==> src/verilog/rv_defines.svh <==
`ifndef RV_DEFINES_SVH
`define RV_DEFINES_SVH

// data path and address width
`define RV_XLEN 32

// data memory size in 32-bit words
`define RV_DMEM_WORDS 64

// first fetch address
`define RV_RESET_PC 32'h0000_0000

`endif

==> src/verilog/rv_pkg.sv <==
package rv_pkg;

    // one view per base instruction format
    typedef struct packed {
        logic [6:0] funct7;
        logic [4:0] rs2;
        logic [4:0] rs1;
        logic [2:0] funct3;
        logic [4:0] rd;
        logic [6:0] opcode;
    } r_fmt_t;

    typedef struct packed {
        logic [11:0] imm;
        logic [4:0]  rs1;
        logic [2:0]  funct3;
        logic [4:0]  rd;
        logic [6:0]  opcode;
    } i_fmt_t;

    typedef struct packed {
        logic [6:0] imm_hi;
        logic [4:0] rs2;
        logic [4:0] rs1;
        logic [2:0] funct3;
        logic [4:0] imm_lo;
        logic [6:0] opcode;
    } s_fmt_t;

    typedef struct packed {
        logic       imm12;
        logic [5:0] imm10_5;
        logic [4:0] rs2;
        logic [4:0] rs1;
        logic [2:0] funct3;
        logic [3:0] imm4_1;
        logic       imm11;
        logic [6:0] opcode;
    } b_fmt_t;

    typedef struct packed {
        logic [19:0] imm;
        logic [4:0]  rd;
        logic [6:0]  opcode;
    } u_fmt_t;

    typedef struct packed {
        logic       imm20;
        logic [9:0] imm10_1;
        logic       imm11;
        logic [7:0] imm19_12;
        logic [4:0] rd;
        logic [6:0] opcode;
    } j_fmt_t;

    typedef union packed {
        r_fmt_t r;
        i_fmt_t i;
        s_fmt_t s;
        b_fmt_t b;
        u_fmt_t u;
        j_fmt_t j;
    } inst_u;

    // low three bits follow funct3, bit 3 marks sub and sra
    typedef enum logic [3:0] {
        alu_add    = 4'b0000,
        alu_sll    = 4'b0001,
        alu_slt    = 4'b0010,
        alu_sltu   = 4'b0011,
        alu_xor    = 4'b0100,
        alu_srl    = 4'b0101,
        alu_or     = 4'b0110,
        alu_and    = 4'b0111,
        alu_sub    = 4'b1000,
        alu_sra    = 4'b1101,
        alu_pass_b = 4'b1110   // lui
    } alu_op_e;

    typedef enum logic {a_rs1, a_pc} a_sel_e;

    typedef enum logic {b_rs2, b_imm} b_sel_e;

    typedef enum logic [1:0] {
        wb_none = 2'b00,
        wb_pc4  = 2'b01,
        wb_alu  = 2'b10,
        wb_mem  = 2'b11
    } wb_sel_e;

    typedef enum logic [2:0] {
        br_none = 3'd0,
        br_eq   = 3'd1,
        br_ne   = 3'd2,
        br_lt   = 3'd3,
        br_ge   = 3'd4,
        br_ltu  = 3'd5,
        br_geu  = 3'd6
    } br_type_e;

    // same order as funct3[1:0] of loads and stores
    typedef enum logic [1:0] {mem_byte, mem_half, mem_word} mem_size_e;

endpackage

==> src/verilog/rv_ifaces.sv <==
`timescale 1ns/1ps
`include "rv_defines.svh"

// decoded controls, valid for one cycle after the word is latched
interface dec_if
    import rv_pkg::*;
();
    logic                valid;
    logic [4:0]          rs1;
    logic [4:0]          rs2;
    logic [4:0]          rd;
    logic [`RV_XLEN-1:0] imm;
    alu_op_e             alu_op;
    a_sel_e              a_sel;
    b_sel_e              b_sel;
    br_type_e            br_type;
    logic                is_jal;
    logic                is_jalr;
    wb_sel_e             wb_sel;
    logic                mem_rd;
    logic                mem_wr;
    mem_size_e           mem_size;
    logic                mem_unsigned;

    modport dec (
        output valid, rs1, rs2, rd, imm, alu_op, a_sel, b_sel, br_type,
               is_jal, is_jalr, wb_sel, mem_rd, mem_wr, mem_size, mem_unsigned
    );
    modport exe (
        input valid, rs1, rs2, rd, imm, alu_op, a_sel, b_sel, br_type,
              is_jal, is_jalr, wb_sel, mem_rd, mem_wr, mem_size, mem_unsigned
    );
endinterface

interface res_if
    import rv_pkg::*;
();
    logic                valid;
    logic [`RV_XLEN-1:0] alu_result;   // also the memory address
    logic [`RV_XLEN-1:0] store_data;
    logic [`RV_XLEN-1:0] pc_plus4;
    logic [4:0]          rd;
    wb_sel_e             wb_sel;
    logic                mem_rd;
    logic                mem_wr;
    mem_size_e           mem_size;
    logic                mem_unsigned;
    // writeback path back into the register file
    logic                wb_we;
    logic [4:0]          wb_rd;
    logic [`RV_XLEN-1:0] wb_data;
    logic                done;

    modport exe (
        output valid, alu_result, store_data, pc_plus4, rd, wb_sel,
               mem_rd, mem_wr, mem_size, mem_unsigned,
        input  wb_we, wb_rd, wb_data, done
    );
    modport res (
        input  valid, alu_result, store_data, pc_plus4, rd, wb_sel,
               mem_rd, mem_wr, mem_size, mem_unsigned,
        output wb_we, wb_rd, wb_data, done
    );
    modport ctl (input done);
endinterface

==> src/verilog/rv_core.sv <==
`timescale 1ns/1ps
`include "rv_defines.svh"

module rv_core (
    input  logic                clk,
    input  logic                rst_n,
    input  logic                inst_req,
    input  logic [31:0]         inst,
    output logic                inst_ack,
    output logic                retire_valid,
    output logic                retire_we,
    output logic [4:0]          retire_rd,
    output logic [`RV_XLEN-1:0] retire_data,
    output logic [`RV_XLEN-1:0] pc
);

    dec_if dec_bus ();
    res_if res_bus ();

    rv_decode u_decode (
        .clk      (clk),
        .rst_n    (rst_n),
        .inst_req (inst_req),
        .inst     (inst),
        .inst_ack (inst_ack),
        .dec      (dec_bus.dec),
        .res      (res_bus.ctl)
    );

    rv_execute u_execute (
        .clk   (clk),
        .rst_n (rst_n),
        .dec   (dec_bus.exe),
        .res   (res_bus.exe),
        .pc    (pc)
    );

    rv_result u_result (
        .clk          (clk),
        .rst_n        (rst_n),
        .res          (res_bus.res),
        .retire_valid (retire_valid),
        .retire_we    (retire_we),
        .retire_rd    (retire_rd),
        .retire_data  (retire_data)
    );

endmodule

==> src/verilog/rv_decode.sv <==
`timescale 1ns/1ps
`include "rv_defines.svh"

module rv_decode
    import rv_pkg::*;
(
    input  logic        clk,
    input  logic        rst_n,
    input  logic        inst_req,
    input  logic [31:0] inst,
    output logic        inst_ack,
    dec_if.dec          dec,
    res_if.ctl          res
);

    typedef enum logic [1:0] {st_idle, st_busy, st_ack} state_e;

    state_e              state;
    inst_u               iw;       // latched instruction word
    logic [2:0]          f3;
    logic                shift_ok;
    logic                op_imm_ok;
    logic                op_reg_ok;
    logic [`RV_XLEN-1:0] imm_i;
    logic [`RV_XLEN-1:0] imm_s;
    logic [`RV_XLEN-1:0] imm_b;
    logic [`RV_XLEN-1:0] imm_u;
    logic [`RV_XLEN-1:0] imm_j;

    // handshake FSM with one instruction in flight
    always_ff @(posedge clk) begin
        if (!rst_n) begin
            state     <= st_idle;
            inst_ack  <= 1'b0;
            dec.valid <= 1'b0;
        end else begin
            dec.valid <= 1'b0;   // single cycle pulse
            case (state)
                st_idle: if (inst_req) begin
                    state     <= st_busy;
                    dec.valid <= 1'b1;
                end
                st_busy: if (res.done) begin
                    state    <= st_ack;
                    inst_ack <= 1'b1;
                end
                st_ack: if (!inst_req) begin
                    state    <= st_idle;
                    inst_ack <= 1'b0;
                end
                default: state <= st_idle;
            endcase
        end
    end

    always_ff @(posedge clk) begin
        if (state == st_idle && inst_req) iw <= inst;
    end

    assign f3 = iw.r.funct3;

    // one immediate per format view
    assign imm_i = {{(`RV_XLEN-12){iw.i.imm[11]}}, iw.i.imm};
    assign imm_s = {{(`RV_XLEN-12){iw.s.imm_hi[6]}}, iw.s.imm_hi, iw.s.imm_lo};
    assign imm_b = {{(`RV_XLEN-12){iw.b.imm12}}, iw.b.imm11, iw.b.imm10_5, iw.b.imm4_1, 1'b0};
    assign imm_u = {iw.u.imm, 12'b0};
    assign imm_j = {{(`RV_XLEN-20){iw.j.imm20}}, iw.j.imm19_12, iw.j.imm11, iw.j.imm10_1, 1'b0};

    // funct7 legality
    assign shift_ok  = (iw.r.funct7 == 7'h00) || (f3 == 3'd5 && iw.r.funct7 == 7'h20);
    assign op_imm_ok = (f3 != 3'd1 && f3 != 3'd5) || shift_ok;
    assign op_reg_ok = (iw.r.funct7 == 7'h00) ||
                       (iw.r.funct7 == 7'h20 && (f3 == 3'd0 || f3 == 3'd5));

    always_comb begin
        dec.rs1          = iw.r.rs1;
        dec.rs2          = iw.r.rs2;
        dec.rd           = iw.r.rd;
        dec.imm          = imm_i;
        dec.alu_op       = alu_add;
        dec.a_sel        = a_rs1;
        dec.b_sel        = b_imm;
        dec.br_type      = br_none;
        dec.is_jal       = 1'b0;
        dec.is_jalr      = 1'b0;
        dec.wb_sel       = wb_none;   // anything not matched below is a nop
        dec.mem_rd       = 1'b0;
        dec.mem_wr       = 1'b0;
        dec.mem_size     = mem_word;
        dec.mem_unsigned = f3[2];
        case (iw.r.opcode)
            7'h37: begin   // lui
                dec.imm    = imm_u;
                dec.alu_op = alu_pass_b;
                dec.wb_sel = wb_alu;
            end
            7'h17: begin   // auipc
                dec.imm    = imm_u;
                dec.a_sel  = a_pc;
                dec.wb_sel = wb_alu;
            end
            7'h6f: begin
                dec.imm    = imm_j;
                dec.a_sel  = a_pc;
                dec.is_jal = 1'b1;
                dec.wb_sel = wb_pc4;
            end
            7'h67: if (f3 == 3'd0) begin
                dec.is_jalr = 1'b1;
                dec.wb_sel  = wb_pc4;
            end
            7'h63: begin
                dec.imm   = imm_b;
                dec.b_sel = b_rs2;
                case (f3)
                    3'd0: dec.br_type = br_eq;
                    3'd1: dec.br_type = br_ne;
                    3'd4: dec.br_type = br_lt;
                    3'd5: dec.br_type = br_ge;
                    3'd6: dec.br_type = br_ltu;
                    3'd7: dec.br_type = br_geu;
                    default: dec.br_type = br_none;
                endcase
            end
            7'h03: if (f3[1:0] != 2'd3 && !(f3[2] && f3[1])) begin
                dec.mem_rd   = 1'b1;
                dec.mem_size = mem_size_e'(f3[1:0]);
                dec.wb_sel   = wb_mem;
            end
            7'h23: if (!f3[2] && f3[1:0] != 2'd3) begin
                dec.imm      = imm_s;
                dec.mem_wr   = 1'b1;
                dec.mem_size = mem_size_e'(f3[1:0]);
            end
            7'h13: if (op_imm_ok) begin
                dec.alu_op = alu_op_e'({f3 == 3'd5 && iw.r.funct7[5], f3});
                dec.wb_sel = wb_alu;
            end
            7'h33: if (op_reg_ok) begin
                dec.b_sel  = b_rs2;
                dec.alu_op = alu_op_e'({iw.r.funct7[5], f3});
                dec.wb_sel = wb_alu;
            end
            default: ;
        endcase
    end

    a_ack_after_req: assert property (@(posedge clk) disable iff (!rst_n)
        $rose(inst_ack) |-> inst_req)
        else $error("inst_ack rose without a pending request");

endmodule

==> src/verilog/rv_execute.sv <==
`timescale 1ns/1ps
`include "rv_defines.svh"

module rv_execute
    import rv_pkg::*;
(
    input  logic                clk,
    input  logic                rst_n,
    dec_if.exe                  dec,
    res_if.exe                  res,
    output logic [`RV_XLEN-1:0] pc
);

    logic [`RV_XLEN-1:0] regs [32];   // x0 is never written
    logic [`RV_XLEN-1:0] rs1_val;
    logic [`RV_XLEN-1:0] rs2_val;
    logic [`RV_XLEN-1:0] op_a;
    logic [`RV_XLEN-1:0] op_b;
    logic [`RV_XLEN-1:0] alu_out;
    logic [`RV_XLEN-1:0] pc_plus4;
    logic [`RV_XLEN-1:0] next_pc;
    logic [`RV_XLEN-1:0] next_pc_q;
    logic [4:0]          shamt;
    logic                taken;

    assign rs1_val = (dec.rs1 == 5'd0) ? '0 : regs[dec.rs1];
    assign rs2_val = (dec.rs2 == 5'd0) ? '0 : regs[dec.rs2];

    assign op_a  = (dec.a_sel == a_pc) ? pc : rs1_val;
    assign op_b  = (dec.b_sel == b_imm) ? dec.imm : rs2_val;
    assign shamt = op_b[4:0];

    always_comb begin
        case (dec.alu_op)
            alu_add:    alu_out = op_a + op_b;
            alu_sub:    alu_out = op_a - op_b;
            alu_sll:    alu_out = op_a << shamt;
            alu_slt:    alu_out = {{(`RV_XLEN-1){1'b0}}, $signed(op_a) < $signed(op_b)};
            alu_sltu:   alu_out = {{(`RV_XLEN-1){1'b0}}, op_a < op_b};
            alu_xor:    alu_out = op_a ^ op_b;
            alu_srl:    alu_out = op_a >> shamt;
            alu_sra:    alu_out = $signed(op_a) >>> shamt;
            alu_or:     alu_out = op_a | op_b;
            alu_and:    alu_out = op_a & op_b;
            alu_pass_b: alu_out = op_b;
            default:    alu_out = op_a + op_b;
        endcase
    end

    // branch compare always on the register operands
    always_comb begin
        case (dec.br_type)
            br_eq:   taken = (rs1_val == rs2_val);
            br_ne:   taken = (rs1_val != rs2_val);
            br_lt:   taken = ($signed(rs1_val) < $signed(rs2_val));
            br_ge:   taken = ($signed(rs1_val) >= $signed(rs2_val));
            br_ltu:  taken = (rs1_val < rs2_val);
            br_geu:  taken = (rs1_val >= rs2_val);
            default: taken = 1'b0;
        endcase
    end

    assign pc_plus4 = pc + `RV_XLEN'd4;

    always_comb begin
        if (dec.is_jalr)
            next_pc = {alu_out[`RV_XLEN-1:1], 1'b0};   // rs1 + imm, bit 0 cleared
        else if (dec.is_jal || taken)
            next_pc = pc + dec.imm;
        else
            next_pc = pc_plus4;
    end

    always_ff @(posedge clk) begin
        if (!rst_n) begin
            res.valid  <= 1'b0;
            res.wb_sel <= wb_none;
            res.mem_rd <= 1'b0;
            res.mem_wr <= 1'b0;
        end else begin
            res.valid <= dec.valid;
            if (dec.valid) begin
                res.wb_sel <= dec.wb_sel;
                res.mem_rd <= dec.mem_rd;
                res.mem_wr <= dec.mem_wr;
            end
        end
    end

    always_ff @(posedge clk) begin
        if (dec.valid) begin
            res.alu_result   <= alu_out;
            res.store_data   <= rs2_val;
            res.pc_plus4     <= pc_plus4;
            res.rd           <= dec.rd;
            res.mem_size     <= dec.mem_size;
            res.mem_unsigned <= dec.mem_unsigned;
            next_pc_q        <= next_pc;
        end
    end

    // pc moves on the retire edge
    always_ff @(posedge clk) begin
        if (!rst_n)
            pc <= `RV_RESET_PC;
        else if (res.done)
            pc <= next_pc_q;
    end

    always_ff @(posedge clk) begin
        if (res.wb_we) regs[res.wb_rd] <= res.wb_data;
    end

    a_no_x0_write: assert property (@(posedge clk) disable iff (!rst_n)
        res.wb_we |-> res.wb_rd != 5'd0)
        else $error("writeback targets x0");

endmodule

==> src/verilog/rv_result.sv <==
`timescale 1ns/1ps
`include "rv_defines.svh"

module rv_result
    import rv_pkg::*;
(
    input  logic                clk,
    input  logic                rst_n,
    res_if.res                  res,
    output logic                retire_valid,
    output logic                retire_we,
    output logic [4:0]          retire_rd,
    output logic [`RV_XLEN-1:0] retire_data
);

    localparam int dmem_aw = $clog2(`RV_DMEM_WORDS);

    logic [`RV_XLEN-1:0] dmem [`RV_DMEM_WORDS];
    logic [dmem_aw-1:0]  widx;
    logic [1:0]          boff;
    logic [4:0]          rshift;
    logic [`RV_XLEN-1:0] rword;
    logic [`RV_XLEN-1:0] lane;
    logic [`RV_XLEN-1:0] load_val;
    logic [`RV_XLEN-1:0] wdata;
    logic [3:0]          be;

    assign widx   = res.alu_result[dmem_aw+1:2];   // word addressed
    assign boff   = res.alu_result[1:0];
    assign rword  = dmem[widx];
    assign rshift = (res.mem_size == mem_half) ? {boff[1], 4'b0000} : {boff, 3'b000};
    assign lane   = rword >> rshift;

    always_comb begin
        case (res.mem_size)
            mem_byte: load_val = res.mem_unsigned ? {24'b0, lane[7:0]} :
                                                    {{24{lane[7]}}, lane[7:0]};
            mem_half: load_val = res.mem_unsigned ? {16'b0, lane[15:0]} :
                                                    {{16{lane[15]}}, lane[15:0]};
            default:  load_val = rword;
        endcase
    end

    // replicate store data across lanes and pick the byte enables
    always_comb begin
        case (res.mem_size)
            mem_byte: begin
                be    = 4'b0001 << boff;
                wdata = {4{res.store_data[7:0]}};
            end
            mem_half: begin
                be    = boff[1] ? 4'b1100 : 4'b0011;
                wdata = {2{res.store_data[15:0]}};
            end
            default: begin
                be    = 4'b1111;
                wdata = res.store_data;
            end
        endcase
    end

    always_ff @(posedge clk) begin
        if (res.valid && res.mem_wr) begin
            for (int b = 0; b < 4; b++) begin
                if (be[b]) dmem[widx][8*b +: 8] <= wdata[8*b +: 8];
            end
        end
    end

    always_comb begin
        case (res.wb_sel)
            wb_alu:  res.wb_data = res.alu_result;
            wb_pc4:  res.wb_data = res.pc_plus4;
            wb_mem:  res.wb_data = load_val;
            default: res.wb_data = '0;
        endcase
    end

    assign res.wb_we = res.valid && res.wb_sel != wb_none && res.rd != 5'd0;
    assign res.wb_rd = res.rd;
    assign res.done  = res.valid;   // retire edge follows

    always_ff @(posedge clk) begin
        if (!rst_n) begin
            retire_valid <= 1'b0;
            retire_we    <= 1'b0;
        end else begin
            retire_valid <= res.valid;
            retire_we    <= res.valid && res.wb_sel != wb_none;   // x0 writes still reported
        end
    end

    always_ff @(posedge clk) begin
        if (res.valid) begin
            retire_rd   <= res.rd;
            retire_data <= res.wb_data;
        end
    end

    a_rd_wr_excl: assert property (@(posedge clk) disable iff (!rst_n)
        !(res.mem_rd && res.mem_wr))
        else $error("load and store decoded together");

endmodule
==> config.mk <==
export PLATFORM = sky130hd
export DESIGN_NAME = rv_core
export DESIGN_NICKNAME = d
export VERILOG_FILES = /design/src/verilog/rv_pkg.sv /design/src/verilog/rv_ifaces.sv /design/src/verilog/rv_core.sv /design/src/verilog/rv_decode.sv /design/src/verilog/rv_execute.sv /design/src/verilog/rv_result.sv
export VERILOG_INCLUDE_DIRS = /design/src /design/src/verilog
export SDC_FILE = /design/constraint.sdc
export NUM_CORES = 2
export LEC_CHECK = 0
export ABC_AREA = 1
export BUFFER_PORTS_ARGS = -buffer_cell sky130_fd_sc_hd__buf_2
export CORE_UTILIZATION = 40
export DETAILED_ROUTE_END_ITERATION = 8
export PLACE_DENSITY = 0.6
export SYNTH_ARGS = -nofsm -noshare
export SYNTH_HDL_FRONTEND = slang
export SYNTH_HIERARCHICAL = 1
export SYNTH_SLANG_ARGS = --single-unit
==> constraint.sdc <==
create_clock -name clk -period 11 [get_ports clk]
set_input_delay 1.1 -clock clk [delete_from_list [all_inputs] [get_ports clk]]
set_output_delay 1.1 -clock clk [all_outputs]
set_load 0.01 [all_outputs]
==> out/metrics.cfg <==
[run_status]
outcome=finished clean

[clocking]
cts.repair.resized=0
cts_buffers=351
cts_setup_buffers=0
cts.sinks=3319
cts_hold_buf=0
htreeDepth=5
cts_tree=yes
root_buffer=clkbuf_16
clock_latency_ns=0.99
clk_pin_slew_ns=0.07
clockBufferDepth=4

[detailed_routing]
vias=119000
dr.pass1.iters=9
drt_drc_violations_left=0
first_iter_violations=17800
finalWirelength_mm=574
ant_nets=0
vias_per_cell=5.98
post_drt_wl_per_cell_um=29.0

[placement]
io_buffers=106
place_congestion=1.03
dp.final_hpwl_mm=345
place_ws_ns=3.33
place_area_um2=158000

[die]
dieWidth_um=621
rows=226
start_util_pct=40.3
die-area_um2=385000
die-height_um=621
core_um2=380000
ioPinCount=107

[power]
power.total_mw=29.6
p_leak_nw=60.8
power_density_nw_per_um2=175
ir_drop_v=0.000187

[worst_setup_path]
crit_type=register to register
crit_path_end_kind=register
crit_start=u_decode/iw[20]
cp_max_fo=120
crit_arrival_ns=8.66
required_ns=11.62
crit_path_start_kind=register
rr_startpoint=u_decode/iw[20]

[yosys]
yosysWarnings=6
syn_avg_cell_area_um2=10.4
synthCells=14700
syn_area_um2=153000
synthesis.nets=14900

[sta]
finClkSkew_ns=0.133
finalCritPeriodShare_pct=73.2
report.final.slew_viol_count=0
slew_headroom_pct=9.71
finalWorstSetupSlack_ns=2.95
finalSetupTns_ns=0
post-route-min-period_ns=8.05
tightest_slew_ns=1.34
hold_viol_final=0
rsz0062_at_grt=no
max_freq_ghz=0.124
setup_viol=0
holdWs_ns=0.328

[global_routing]
grt_usage_pct=29.0
grt_use_met3_pct=7.96
global_route.usage.met1_pct=40.3
grt_busiest_layer=met2
grt_pass1_wl_mm=801
antenna_found_initial=39
overflow=0
grt_max_degree=167
gr-usage-met2_pct=42.0
grt_pass1_vias=108000

[min_path]
min_path_type=primary input to register
hold_start=inst[24]

[job]
max-cap-violations=0

[final_layout]
n_fill_cell=35200
drive_above_1_share_pct=7.03
nets=14700
fin_area_um2=169000
area_growth_pct=10.5

metal layers:
metal  wire length (µm)  up-vias
li1                   -    51400
met2             242000     7656
met5                 81        -
met4              29500       10
met1             228000    58300
met3              74400     1277
stage by stage:
step,std cells,util [%]
floorplan,14700,-
global placement,19200,41.6
detailed placement,19200,41.6
CTS,19800,44.5
global route,19800,44.5
finish,19800,44.5
registers in the layout, summed over array words and instances, names as in the netlist:
signal / count
u_execute/res.valid: 1
u_execute/res.alu_result: 32
u_execute/regs: 1024
u_result/retire_we: 1
u_decode/dec.valid: 1
u_execute/res.rd: 5
u_decode/inst_ack: 1
u_execute/res.wb_sel: 2
u_result/retire_rd: 5
u_execute/pc: 32
u_decode/state: 2
u_execute/res.mem_size: 2
u_decode/iw: 32
u_execute/res.mem_wr: 1
u_execute/next_pc_q: 32
u_result/retire_valid: 1
u_result/dmem: 2048
u_execute/res.pc_plus4: 32
u_execute/res.mem_unsigned: 1
u_result/retire_data: 32
u_execute/res.store_data: 32
cell type report:
| cell class | count | area (µm²) | share of cell area [%] |
|---|---|---|---|
| clock inverters | 199 | 1750 | 1.04 |
| inverters | 686 | 2650 | 1.56 |
| repair buffers | 365 | 2790 | 1.65 |
| multi-input cells | 9784 | 46900 | 27.8 |
| well taps | 5016 | 6280 | 3.71 |
| diodes | 22 | 55.1 | 0.0326 |
| flip-flops and latches | 3319 | 99300 | 58.7 |
| clock buffers | 445 | 9350 | 5.53 |
where the power goes:
part	switching (mW)	internal (mW)	total, mW	leakage (nW)
logic	2.99	0.892	3.89	25.5
registers	0.0599	14.1	14.1	29.8
clock network	5.08	6.55	11.6	5.43
total	8.13	21.5	29.6	60.8
layout by cell type, fill, tap and decap left out, drive strengths merged, types with 4 or more instances in the layout:
| cell | n |
|---|---|
| xnor2 | 13 |
| diode | 22 |
| nand2 | 4237 |
| o21bai | 4 |
| a221oi | 67 |
| a22o | 43 |
| o2111ai | 15 |
| edfxtp | 3277 |
| o211ai | 87 |
| a21o | 5 |
| clkinvlp | 4 |
| and2 | 4 |
| o22ai | 153 |
| buf | 365 |
| a21oi | 272 |
| clkbuf | 445 |
| ha | 161 |
| o21ai | 949 |
| a211oi | 10 |
| nor2 | 1264 |
| dfxtp | 42 |
| nand3b | 15 |
| xor2 | 66 |
| o221ai | 101 |
| nor4 | 18 |
| nand4 | 348 |
| a22oi | 199 |
| o31ai | 10 |
| a31oi | 17 |
| or2 | 35 |
| nand3 | 1603 |
| nor3 | 44 |
| inv | 693 |
| clkinv | 166 |
| o21a | 8 |
| bufinv | 22 |
| a21boi | 19 |
critical path, cell delays in order (launching register included):
cell and delay, ns:
edfxtp_1 0.57, inv_8 0.58, buf_4 0.72, buf_4 0.83, o21ai_0 0.21, o221ai_1 0.22, nand3_1 0.19, nand4_1 0.13
nand3_1 0.36, ha_1 0.47, nand2_1 0.06, inv_1 0.06, nand4_1 0.14, nor4_1 0.75, and2_1 0.32, o21ai_0 0.11
nand3b_1 0.18, nor2_2 0.21, buf_4 0.44, nand3_1 0.46, buf_4 0.40, nand2_1 0.10, a21oi_1 0.06
path summary, 6_finish.rpt:
kind / slack [ns] / endpoint / cells past startpoint
setup / recovery: 2.95 / u_execute/next_pc_q[0] / 22
hold / removal: 0.33 / u_decode/iw[24] / 1
setup reg to reg: 2.95 / u_execute/next_pc_q[0] / 22
hold reg to reg: 0.48 / u_decode/inst_ack / 2
(Power assumes the default switching activity.)
